<file path="config.mk">
export PLATFORM = sky130hd
export DESIGN_NAME = decOpWex2
export DESIGN_NICKNAME = d
export VERILOG_FILES = /design/src/decPkg.sv /design/src/decDualLane.sv /design/src/decLaneSteer.sv /design/src/decOpWex2.sv /design/src/decSlot.sv /design/src/decWindowReg.sv
export SDC_FILE = /design/constraint.sdc
export NUM_CORES = 1
export LEC_CHECK = 0
export BUFFER_PORTS_ARGS = -buffer_cell sky130_fd_sc_hd__buf_2
export CAP_MARGIN = 15
export CORE_AREA = 2 2 146 148
export CTS_BUF_LIST = sky130_fd_sc_hd__clkbuf_8
export CTS_CLUSTER_SIZE = 28
export DETAILED_ROUTE_END_ITERATION = 8
export DIE_AREA = 0 0 148 150
export GPL_ROUTABILITY_DRIVEN = 0
export PLACE_DENSITY = 0.66
export SYNTH_ARGS = -nofsm -noshare
export SYNTH_HDL_FRONTEND = slang
export SYNTH_SLANG_ARGS = --single-unit
</file>
<file path="constraint.sdc">
create_clock -name clock -period 2.6 [get_ports clock]
set_input_delay 0.13 -clock clock [delete_from_list [all_inputs] [get_ports clock]]
set_output_delay 0.13 -clock clock [all_outputs]
set_load 0.02 [all_outputs]
</file>
<file path="src/decPkg.sv">
// Shared types, opcodes and field positions of the two-wide decoder, imported by RTL and testbench
package decPkg;

	// Register index and the null register
	typedef logic [5:0] gprIdxT;
	localparam gprIdxT GPR_ZZR = 6'd63;

	typedef logic [32:0] immT;

	// Simplified micro-op set
	typedef enum logic [3:0]
	{
		UCMD_NOP   = 4'h0,
		UCMD_MOV   = 4'h1,
		UCMD_ADD   = 4'h2,
		UCMD_SUB   = 4'h3,
		UCMD_AND   = 4'h4,
		UCMD_OR    = 4'h5,
		UCMD_XOR   = 4'h6,
		UCMD_LOAD  = 4'h7,
		UCMD_STORE = 4'h8,
		UCMD_SHAD  = 4'h9,
		UCMD_CMP   = 4'hA,
		UCMD_WXADD = 4'hB, // Dual-lane add
		UCMD_WXCMP = 4'hC, // Dual-lane compare, lanes swapped
		UCMD_INVOP = 4'hD,
		UCMD_RSVE  = 4'hE, // Reserved, decodes as NOP
		UCMD_RSVF  = 4'hF
	} uCmdT;

	typedef enum logic [1:0]
	{
		PRED_ALWAYS = 2'd0,
		PRED_TRUE   = 2'd1,
		PRED_FALSE  = 2'd2
	} predT;

	// Prefix patterns of the slot's low halfword
	localparam logic [2:0] FX_PREFIX    = 3'b111;     // lo[15:13], 32-bit form
	localparam logic [6:0] JUMBO_PREFIX = 7'b1111111; // lo[15:9]

	// Bit positions within a 32-bit slot word
	localparam int E_FORM_BIT  = 12; // Clear for predicated E form
	localparam int PRED_BIT    = 10; // E form sense, F form WEX flag
	localparam int WEX_E_HI    = 11;
	localparam int WEX_E_LO    = 9;
	localparam int HI_LSB      = 16; // Start of upper halfword, also Rn
	localparam int IMM_SEL_BIT = 31; // Set selects immediate over Rm/Ro
	localparam int IMM_LSB     = 21;
	localparam int IMM_W       = 10;
	localparam int REG_W       = 5;
	localparam int JUMBO_IMM_W = 23; // Jumbo bits merged above the slot B immediate

	// One decoded slot, before steering
	typedef struct packed
	{
		logic        isFx;
		logic        isJumbo;
		logic        wexFlag;   // Raw flag, srWxe not applied
		predT        pred;
		gprIdxT      regN;
		gprIdxT      regM;
		gprIdxT      regO;
		immT         imm;
		uCmdT        uCmd;
		logic [4:0]  uIxt;
		logic [24:0] jumboBits;
	} slotDecT;

	// One issued lane
	typedef struct packed
	{
		uCmdT       uCmd;
		logic [4:0] uIxt;
		predT       pred;
		gprIdxT     regN;
		gprIdxT     regM;
		gprIdxT     regO;
		immT        imm;
	} laneOpT;

	localparam laneOpT LANE_NOP = '{
		uCmd: UCMD_NOP,
		uIxt: 5'd0,
		pred: PRED_ALWAYS,
		regN: GPR_ZZR,
		regM: GPR_ZZR,
		regO: GPR_ZZR,
		imm:  '0
	};

endpackage

</file>
<file path="src/decDualLane.sv">
// Spreads a dual-lane op over both lanes, pairing each register across lane A and lane B
`timescale 1ns/1ps

module decDualLane
	import decPkg::*;
(
	input  laneOpT laneIn,
	input  logic   dualEn,
	output laneOpT laneA,
	output laneOpT laneB
);

	logic pairSwap;

	// Even/odd half of a register pair, ZZR stays ZZR
	function automatic gprIdxT pairReg(gprIdxT r, logic s);
		return (r == GPR_ZZR) ? GPR_ZZR : {1'b0, r[4:1], s};
	endfunction

	assign pairSwap = laneIn.uCmd == UCMD_WXCMP; // Compare takes the high half on lane A

	always_comb
	begin
		laneA = laneIn;
		laneB = LANE_NOP;

		if (dualEn)
		begin
			laneB = laneIn; // Same op and immediate on both lanes

			laneA.regN = pairReg(laneIn.regN, pairSwap);
			laneA.regM = pairReg(laneIn.regM, pairSwap);
			laneA.regO = pairReg(laneIn.regO, pairSwap);

			laneB.regN = pairReg(laneIn.regN, !pairSwap);
			laneB.regM = pairReg(laneIn.regM, !pairSwap);
			laneB.regO = pairReg(laneIn.regO, !pairSwap);
		end
	end

endmodule

</file>
<file path="src/decLaneSteer.sv">
// Output stage, steers the two slot decodes onto lanes A and B and registers the result
`timescale 1ns/1ps

module decLaneSteer
	import decPkg::*;
#(
	parameter bit jumboEnable = 1'b1
)
(
	input  logic          clock,
	input  logic          arstN,
	input  logic          winValid,
	input  logic          winWxe,
	input  slotDecT [1:0] slotDec,
	output logic          idValid,
	output laneOpT        idLaneA,
	output laneOpT        idLaneB
);

	typedef enum logic [2:0]
	{
		STEER_SHORT,   // 16-bit op in slot A
		STEER_JUMBO,   // Prefix in A extends B
		STEER_INVALID, // Both slots WEX flagged
		STEER_WEX,     // A and B issued together, swapped
		STEER_SCALAR
	} steerT;

	steerT  steer;
	logic   wexA;
	logic   wexB;
	logic   dualEn;
	laneOpT laneSel;
	laneOpT dualA;
	laneOpT dualB;
	laneOpT laneBNext;

	function automatic laneOpT toLane(slotDecT d);
		laneOpT l;
		l.uCmd = d.uCmd;
		l.uIxt = d.uIxt;
		l.pred = d.pred;
		l.regN = d.regN;
		l.regM = d.regM;
		l.regO = d.regO;
		l.imm  = d.imm;
		return l;
	endfunction

	assign wexA = slotDec[0].wexFlag & slotDec[0].isFx & winWxe;
	assign wexB = slotDec[1].wexFlag & slotDec[1].isFx & winWxe;

	always_comb
	begin
		if (!slotDec[0].isFx)
			steer = STEER_SHORT;
		else if (jumboEnable && slotDec[0].isJumbo)
			steer = STEER_JUMBO;
		else if (wexA && wexB)
			steer = STEER_INVALID;
		else if (wexA)
			steer = STEER_WEX;
		else
			steer = STEER_SCALAR;
	end

	always_comb
	begin
		laneSel = toLane(slotDec[0]);
		case (steer)
			STEER_JUMBO:
			begin
				laneSel     = toLane(slotDec[1]);
				// Slot B bits 30:21 sit at jumboBits[14:5] of its own record
				laneSel.imm = {slotDec[0].jumboBits[JUMBO_IMM_W-1:0],
					slotDec[1].jumboBits[IMM_LSB - HI_LSB +: IMM_W]};
			end
			STEER_INVALID:
			begin
				laneSel      = LANE_NOP;
				laneSel.uCmd = UCMD_INVOP;
			end
			STEER_WEX:
				laneSel = toLane(slotDec[1]); // Later slot goes first
			default:
				laneSel = toLane(slotDec[0]);
		endcase
	end

	assign dualEn = (steer inside {STEER_SHORT, STEER_JUMBO, STEER_SCALAR}) &&
		(laneSel.uCmd inside {UCMD_WXADD, UCMD_WXCMP});

	decDualLane uDual
	(
		.laneIn (laneSel),
		.dualEn (dualEn),
		.laneA  (dualA),
		.laneB  (dualB)
	);

	assign laneBNext = (steer == STEER_WEX) ? toLane(slotDec[0]) : dualB;

	// Lanes hold across idle cycles
	always_ff @(posedge clock or negedge arstN)
	begin
		if (!arstN)
		begin
			idValid <= 1'b0;
			idLaneA <= LANE_NOP;
			idLaneB <= LANE_NOP;
		end
		else
		begin
			idValid <= winValid;
			if (winValid)
			begin
				idLaneA <= dualA;
				idLaneB <= laneBNext;
			end
		end
	end

endmodule

</file>
<file path="src/decOpWex2.sv">
// Two-wide WEX decoder top, window register feeding two slot decoders and the lane steering
`timescale 1ns/1ps

module decOpWex2
	import decPkg::*;
#(
	parameter bit jumboEnable = 1'b1
)
(
	input  logic        clock,
	input  logic        arstN,
	input  logic        istrValid,
	input  logic [63:0] istrWord,
	input  logic        srWxe,
	output logic        idValid,
	output laneOpT      idLaneA,
	output laneOpT      idLaneB
);

	logic [1:0][31:0] slotWord;
	logic             winValid;
	logic             winWxe;
	slotDecT [1:0]    slotDec;

	decWindowReg uWindow
	(
		.clock     (clock),
		.arstN     (arstN),
		.istrValid (istrValid),
		.istrWord  (istrWord),
		.srWxe     (srWxe),
		.winValid  (winValid),
		.winWxe    (winWxe),
		.slotWord  (slotWord)
	);

	// Slot A and slot B
	for (genvar i = 0; i < 2; i++)
	begin : gSlot
		decSlot uSlot
		(
			.slotWord (slotWord[i]),
			.slotDec  (slotDec[i])
		);
	end

	decLaneSteer #(.jumboEnable(jumboEnable)) uSteer
	(
		.clock    (clock),
		.arstN    (arstN),
		.winValid (winValid),
		.winWxe   (winWxe),
		.slotDec  (slotDec),
		.idValid  (idValid),
		.idLaneA  (idLaneA),
		.idLaneB  (idLaneB)
	);

endmodule

</file>
<file path="src/decSlot.sv">
// Decodes one 32-bit slot word into its form flags, predicate, registers and immediate
`timescale 1ns/1ps

module decSlot
	import decPkg::*;
(
	input  logic [31:0] slotWord,
	output slotDecT     slotDec
);

	logic [15:0] lo;
	logic        isFx;
	logic        isEForm;
	logic        immForm;
	uCmdT        rawCmd;

	assign lo      = slotWord[15:0];
	assign isFx    = lo[15:13] == FX_PREFIX;
	assign isEForm = isFx && !lo[E_FORM_BIT];
	assign immForm = slotWord[IMM_SEL_BIT];
	assign rawCmd  = uCmdT'(slotWord[3:0]);

	always_comb
	begin
		slotDec.isFx    = isFx;
		slotDec.isJumbo = lo[15:9] == JUMBO_PREFIX;

		// Raw bits, only meaningful for a jumbo prefix
		slotDec.jumboBits = {lo[8:0], slotWord[31:HI_LSB]};

		if (rawCmd == UCMD_RSVE || rawCmd == UCMD_RSVF)
			slotDec.uCmd = UCMD_NOP;
		else
			slotDec.uCmd = rawCmd;

		if (isEForm)
		begin
			slotDec.pred    = lo[PRED_BIT] ? PRED_FALSE : PRED_TRUE;
			slotDec.wexFlag = lo[WEX_E_HI] & lo[WEX_E_LO];
		end
		else if (isFx)
		begin
			slotDec.pred    = PRED_ALWAYS;
			slotDec.wexFlag = lo[PRED_BIT];
		end
		else
		begin
			slotDec.pred    = PRED_ALWAYS;
			slotDec.wexFlag = 1'b0;
		end

		if (isFx)
		begin
			slotDec.uIxt = slotWord[8:4];
			slotDec.regN = {1'b0, slotWord[HI_LSB +: REG_W]};
			if (immForm)
			begin
				slotDec.regM = GPR_ZZR;
				slotDec.regO = GPR_ZZR;
				slotDec.imm  = {{($bits(immT) - IMM_W){slotWord[IMM_LSB + IMM_W - 1]}},
					slotWord[IMM_LSB +: IMM_W]};
			end
			else
			begin
				slotDec.regM = {1'b0, slotWord[IMM_LSB +: REG_W]};         // 25:21
				slotDec.regO = {1'b0, slotWord[IMM_LSB + REG_W +: REG_W]}; // 30:26
				slotDec.imm  = '0;
			end
		end
		else
		begin
			// 16-bit op, 4-bit register fields
			slotDec.uIxt = 5'd0;
			slotDec.regN = {2'b00, lo[11:8]};
			slotDec.regM = {2'b00, lo[7:4]};
			slotDec.regO = GPR_ZZR;
			slotDec.imm  = '0;
		end
	end

endmodule

</file>
<file path="src/decWindowReg.sv">
// Input stage of the decoder, captures each fetch window and hands its two slot words on
`timescale 1ns/1ps

module decWindowReg
(
	input  logic             clock,
	input  logic             arstN,
	input  logic             istrValid,
	input  logic [63:0]      istrWord,
	input  logic             srWxe,
	output logic             winValid,
	output logic             winWxe,
	output logic [1:0][31:0] slotWord
);

	logic [63:0] winWord;

	// Strobe and mode follow the window
	always_ff @(posedge clock or negedge arstN)
	begin
		if (!arstN)
		begin
			winValid <= 1'b0;
			winWxe   <= 1'b0;
		end
		else
		begin
			winValid <= istrValid;
			if (istrValid)
				winWxe <= srWxe;
		end
	end

	always_ff @(posedge clock)
	begin
		if (istrValid)
			winWord <= istrWord;
	end

	assign slotWord[0] = winWord[31:0];  // Slot A
	assign slotWord[1] = winWord[63:32]; // Slot B

endmodule

</file>
## Word-level counts from Yosys, hierarchy flattened

Cells that the tools add are included.

- Flip-flop bits (word level): 191
- Input bits: 68
- Output and inout bits: 125
- Word-level logic and storage cells: 80

- Equality and inequality tests: 16
- Mux-type cells: 28
- Bitwise logic cells: 6
- Reductions and logical operators: 12

Operators by type and width:

| cell | count |
|---|---|
| $pmux W62 S3 | 1 |
| $mux W62 | 2 |
| $mux W50 | 2 |
| $mux W45 | 2 |
| $mux W6 | 6 |
| $eq A4 B4 Y1 const B | 6 |
| $mux W3 | 8 |
| $eq A6 B6 Y1 const B | 3 |
| $mux W18 | 1 |
| $mux W5 | 2 |
| $eq A3 B3 Y1 const B | 3 |
| $mux W4 | 2 |
| $eq A7 B7 Y1 const B | 1 |
| $and A1 B1 Y1 | 6 |
| $eq A3 B2 Y1 const B | 2 |
| $logic_and A1 B1 Y1 | 4 |
| $mux W2 | 2 |
| $eq A3 B1 Y1 const B | 1 |
| $logic_not A1 Y1 | 3 |
| $logic_not A3 Y1 | 1 |
| $reduce_bool A3 Y1 | 1 |
| $logic_or A1 B1 Y1 | 2 |
| $reduce_bool A2 Y1 | 1 |

## Depth between registers and ports, before layout

- Word-level depth: 16
- Gate-level depth with buffers: 10
- Depth with buffers taken out: 7

## Modules after synthesis

Synthesis repeated with hierarchy kept, for this count alone.

- Cells, all modules: 1,064
- Area, all modules: 10,475.0 sq um

By module, submodules not included:

| module | times used | cells each | area an instance (sq um) | sequential area each (sq um) |
|---|---|---|---|---|
| decLaneSteer | 1 | 632 | 6,048.3 | 3,173.0 |
| decWindowReg | 1 | 67 | 1,986.9 | 1,971.9 |
| decSlot | 2 | 111 | 760.7 | 0.0 |
| decDualLane | 1 | 143 | 918.4 | 0.0 |

## Worst setup path before layout

Ideal clock, no wire load.

- Path type: register to register
- Start: reg uWindow.winWord[12], in the netlist uWindow.slotWord[12]
- End: reg uSteer.idLaneB[4] (netlist name)
- Setup time: 0.126 ns
- Arrival time: 2.201 ns
- Data required time: 2.474 ns
- Path slack: 0.273 ns
- Cell stages (with the launch flop): 9
- Path buffers: 1
- Period minus slack after synthesis: 2.327 ns
- Path through: edfxtp_1 > and4b_1 > a21oi_2 > nor2_1 > mux2i_1 > a31oi_2 > buf_6 > and3_1 > a221o_1

- Longest elaborated chain between the ends: 16
- Elaborated cells between the ends (all ways): 24
- Those cells by class: eq/ne (7); mux (8); bitwise (2); reduce/logical (7)

Ends and longest elaborated chain:

| item | line | source |
|---|---|---|
| start: declaration | decWindowReg.sv:16 | `logic [63:0] winWord;` |
| start signal: assignment | decWindowReg.sv:37 | `winWord <= istrWord;` |
| $logic_not A1 Y1 | decSlot.sv:19 | `assign isEForm = isFx && !lo[E_FORM_BIT];` |
| $logic_and A1 B1 Y1 | decSlot.sv:19 |  |
| $mux W3 | decSlot.sv:36 | `if (isEForm)` |
| $and A1 B1 Y1 (2 in series) | decLaneSteer.sv:50 | `assign wexA = slotDec[0].wexFlag & slotDec[0].isFx & winWxe;` |
| $mux W3 or $logic_and A1 B1 Y1 (tied branches) | decLaneSteer.sv:61, decLaneSteer.sv:59 |  |
| $mux W3 | decLaneSteer.sv:59 | `else if (wexA && wexB)` |
| $mux W3 * | decLaneSteer.sv:57 | `else if (jumboEnable && slotDec[0].isJumbo)` |
| $mux W3 * | decLaneSteer.sv:55 | `if (!slotDec[0].isFx)` |
| $eq A3 B2 Y1, or another cell as far along | decLaneSteer.sv:70, decLaneSteer.sv:101 |  |
| $pmux W62 S3 | decLaneSteer.sv:70 | `case (steer)` |
| $eq A4 B4 Y1 | decLaneSteer.sv:91 | `(laneSel.uCmd inside {UCMD_WXADD, UCMD_WXCMP});` |
| $reduce_bool A2 Y1 | decLaneSteer.sv:91 |  |
| $logic_and A1 B1 Y1 | decLaneSteer.sv:90 | `assign dualEn = (steer inside {STEER_SHORT, STEER_JUMBO, STEER_SCALAR}) &&` |
| $mux W62 | decDualLane.sv:27 | `if (dualEn)` |
| $mux W62 * | decLaneSteer.sv:101 | `assign laneBNext = (steer == STEER_WEX) ? toLane(slotDec[0]) : dualB;` |

Mark *: on every way between the ends. The rest lies on a longest branch, timed or not.
A chain may end at the register's enable or synchronous reset.

## Worst setup path in the final report

- Start: reg uWindow.winWord[12], in the netlist uWindow.slotWord[12]
- End: reg uSteer.idLaneB[6] (netlist name)

- Longest elaborated chain between the ends: 16
- Elaborated cells between the ends (all ways): 24
- Those cells by class: eq/ne (7); mux (8); bitwise (2); reduce/logical (7)

Ends and longest elaborated chain:

| item | line |
|---|---|
| $logic_not A1 Y1 | decSlot.sv:19 |
| $logic_and A1 B1 Y1 | decSlot.sv:19 |
| $mux W3 | decSlot.sv:36 |
| $and A1 B1 Y1 (2 in series) | decLaneSteer.sv:50 |
| $mux W3 or $logic_and A1 B1 Y1 (tied branches) | decLaneSteer.sv:61, decLaneSteer.sv:59 |
| $mux W3 | decLaneSteer.sv:59 |
| $mux W3 * | decLaneSteer.sv:57 |
| $mux W3 * | decLaneSteer.sv:55 |
| $eq A3 B2 Y1, or another cell as far along | decLaneSteer.sv:70, decLaneSteer.sv:101 |
| $pmux W62 S3 | decLaneSteer.sv:70 |
| $eq A4 B4 Y1 | decLaneSteer.sv:91 |
| $reduce_bool A2 Y1 | decLaneSteer.sv:91 |
| $logic_and A1 B1 Y1 | decLaneSteer.sv:90 |
| $mux W62 | decDualLane.sv:27 |
| $mux W62 * | decLaneSteer.sv:101 |

Marked as above.

==> summary.txt <==
Route
  • DRT Wirelength: about 25000 um
  • Drt wl/cell: approximately 19 um
  • Drc violations: 0
  • Iter 0 DRT Violations: between 500 and 600
  • Total number of vias: a little under 7000
  • DRT Pass-1 Iters: 6
  • Vias/cell: approximately 5.3
  • Final antenna-violating net count: 0

CTS
  • Worst-Skew Late Latency: between 0.4 and 0.5 ns
  • CTS root buffer: clkbuf_8
  • Worst-path clk slew: roughly 0.10 ns
  • Clk sinks: roughly 190
  • Total CTS buffers: 17
  • Clock buffer depth: 2
  • H-tree lvl count: 4
  • TritonCTS clock tree: built

Critical path
  • Top fanout value on the critical path: 16
  • Critical path arrival: 2.86 ns
  • WP data required: just under 3 ns
  • Crit path kind: register to register
  • R2r worst-path depth: 9
  • CP Launch Point: uWindow.slotWord[12]
  • Worst reg2reg path startpoint: uWindow.slotWord[12]
  • Register-to-register setup slack: about 0.10 ns
  • Crit path launch type: register
  • Reg2reg end: uSteer.idLaneB[6]
  • Setup crit end kind: register
  • Critical Path Sink: uSteer.idLaneB[6]

Final layout
  • Most frequent cells in the layout: buf_2, nand2_1, dfrtp_1
  • Util after Layout: roughly half
  • Most common cell after layout, fill and taps aside: buf_2
  • Antenna diodes: 0
  • NumNets Final: around 1100
  • Area Growth Syn to Fin: 31.26%
  • Layout cells sized above 1: between 30% and 40%

GRT
  • Initial antenna violation count: 0
  • Remaining Overflow, GRT: 0
  • Vias in the first global route: between 6000 and 7000
  • Total GRT Usage: a little under a quarter
  • Pin count of the biggest net entering global routing: 92
  • First-pass GRT wire length: approximately 38000 um

Status
  • Outcome: complete, no violations

Die
  • Core area: between 0.02 and 0.025 mm2
  • Io pins: around 190
  • Die X: ~150 um
  • Die Area: around 0.022 mm2
  • Initial cell density of the core: 39.39%
  • Die Height: 150 um
  • Row count: 53

Power
  • Lkg Pwr: approximately 4.7 nW
  • Power Total: around 0.0066 W
  • VDD IR-drop max: between 500 and 600 uV
  • Pwr per Cell Area: 614.4 mW/mm2

Synthesis
  • Synth top area cells: dfrtp_1, edfxtp_1, dfstp_2, nand2_1, nor2_1
  • Post-synth EDFFs: between 60 and 70
  • Synthesized area: a little over 0.008 mm2
  • Sequential area share after synthesis: a little over three fifths
  • YS warnings: 0
  • Syn_nets: 803
  • Mean area per synthesized cell: around 11 um2
  • Netlist cell types: 60
  • Cell taking the most area after synthesis: dfrtp_1
  • Ys async rst share: between 60% and 70%
  • Post-synth top area share: between 20% and 30%
  • Top FF cell, synth: dfrtp_1
  • Seq cells post-synth: between 150 and 200
  • Syn Inst Count: about 740

Placement
  • IO buf count: 192
  • Post-DP HPWL: 17400 um
  • Dpl ws: 0.1124 ns

STA
  • Worst rel slew slack: approximately two fifths
  • Final setup viols: 0
  • Slew of the pin with the lowest slew margin: 0.8666 ns
  • Setup_tns: 0 ns
  • Setup Skew: ~0.012 ns
  • Max frequency: roughly 400 MHz
  • Period utilisation layout: 96.07%
  • Period minus WS final: between 2 and 2.5 ns
  • Unrepaired setup endpoints after global routing: false
  • PnR worst setup slack: approximately 0.10 ns
  • Max-slew violations: 0
  • Endpoints failing hold: 0

Job
  • Number of max-cap violations: 0

Min path
  • Hold Crit Class: input port to register
final cells by class:
cell class / instances / area, um2
Fill cell: 1899 / 9993
Sequential cell: 191 / 5149
Multi-Input combinational cell: 486 / 2773
Timing Repair Buffer: 297 / 1984
Tap cell: 275 / 344.1
Clock buffer: 19 / 261.5
Clock inverter: 13 / 136.4
Inverter: 13 / 48.80
flip-flops by register name (all words and copies together) (netlist names):
signal	cells
uWindow.slotWord	64
uSteer.idLaneA	62
uSteer.idLaneB	62
uSteer.idValid	1
uWindow.winValid	1
uWindow.winWxe	1
per-stage QoR:
| stage | instances | hold WS, ns | instance area [um2] |
|---|---|---|---|
| after global routing | 1294 | 0.08646 | 10700 |
| after floorplan | 735 | -0.1656 | 8149 |
| after global placement | 1192 | 0.1123 | 9584 |
| final | 1294 | 0.07837 | 10700 |
| after detailed placement | 1192 | 0.1063 | 9584 |
| after CTS | 1290 | 0.05913 | 10640 |
critical path: stages (launching register included):
cell	delay [ns]
edfxtp_1	0.47
nand2_1	0.15
mux2i_2	0.13
buf_4	0.18
a311o_1	0.38
o221ai_2	0.29
a31oi_4	0.18
buf_12	0.19
and3_1	0.17
a221o_1	0.25
per-layer routing:
layer | GRT usage [%] | vias to the layer above | share of wire [%]
met5 | 0 | - | 0
met4 | 7.524 | 0 | 2.1
met3 | 4.970 | 34 | 6.9
met2 | 35.88 | 288 | 47
met1 | 31.29 | 3316 | 44
li1 | - | 3211 | -
report_power, final:
part | internal [W] | switching [W] | total [W]
logic | 0.000395 | 0.000631 | 0.00103
clock network | 0.000909 | 0.00107 | 0.00198
registers | 0.00338 | 0.000187 | 0.00357
total | 0.00469 | 0.00189 | 0.00657
cells in the mapped netlist (12+ instances only):
cell type,number
clkbuf_1,35
nand3_1,14
nor2_1,89
nor3_1,12
a21oi_1,66
inv_1,12
edfxtp_1,64
dfrtp_1,91
a22oi_1,17
o21ai_0,28
dfstp_2,36
a31oi_1,25
nand2_1,110
what timing repair did:
| action | in CTS | in global routing |
|---|---|---|
| setup buffers | 0 | 3 |
| gates resized for setup | 0 | 3 |
| hold buffers | 66 | 0 |
| setup endpoints to repair | 0 | 13 |
| hold endpoints to repair | 94 | 0 |
how the worst min path moves through the flow:
| stage | from | cells after the start | endpoint | slack, ns |
|---|---|---|---|---|
| after floorplan | arstN | 0 | uSteer.idLaneA[0] | -0.17 |
| after global placement | arstN | 1 | uSteer.idLaneB[21] | 0.11 |
| after detailed placement | arstN | 1 | uSteer.idLaneB[21] | 0.11 |
| after CTS | istrValid | 1 | uWindow.winValid | 0.06 |
| after global routing | istrValid | 1 | uWindow.winValid | 0.09 |
| final | istrValid | 1 | uWindow.winValid | 0.08 |
cells by family (layout without fill, tap and decap cells):
logic type,after synthesis,count (layout),share of synthesized area (%)
AND/OR/NAND/NOR,253,253,13.39
AO/OA/AOI/OAI,214,214,17.69
flip-flops,191,191,63.14
buffers and inverters,58,342,3.240
multiplexers,19,19,2.549
Note: power is estimated with default switching activity, not from simulation.
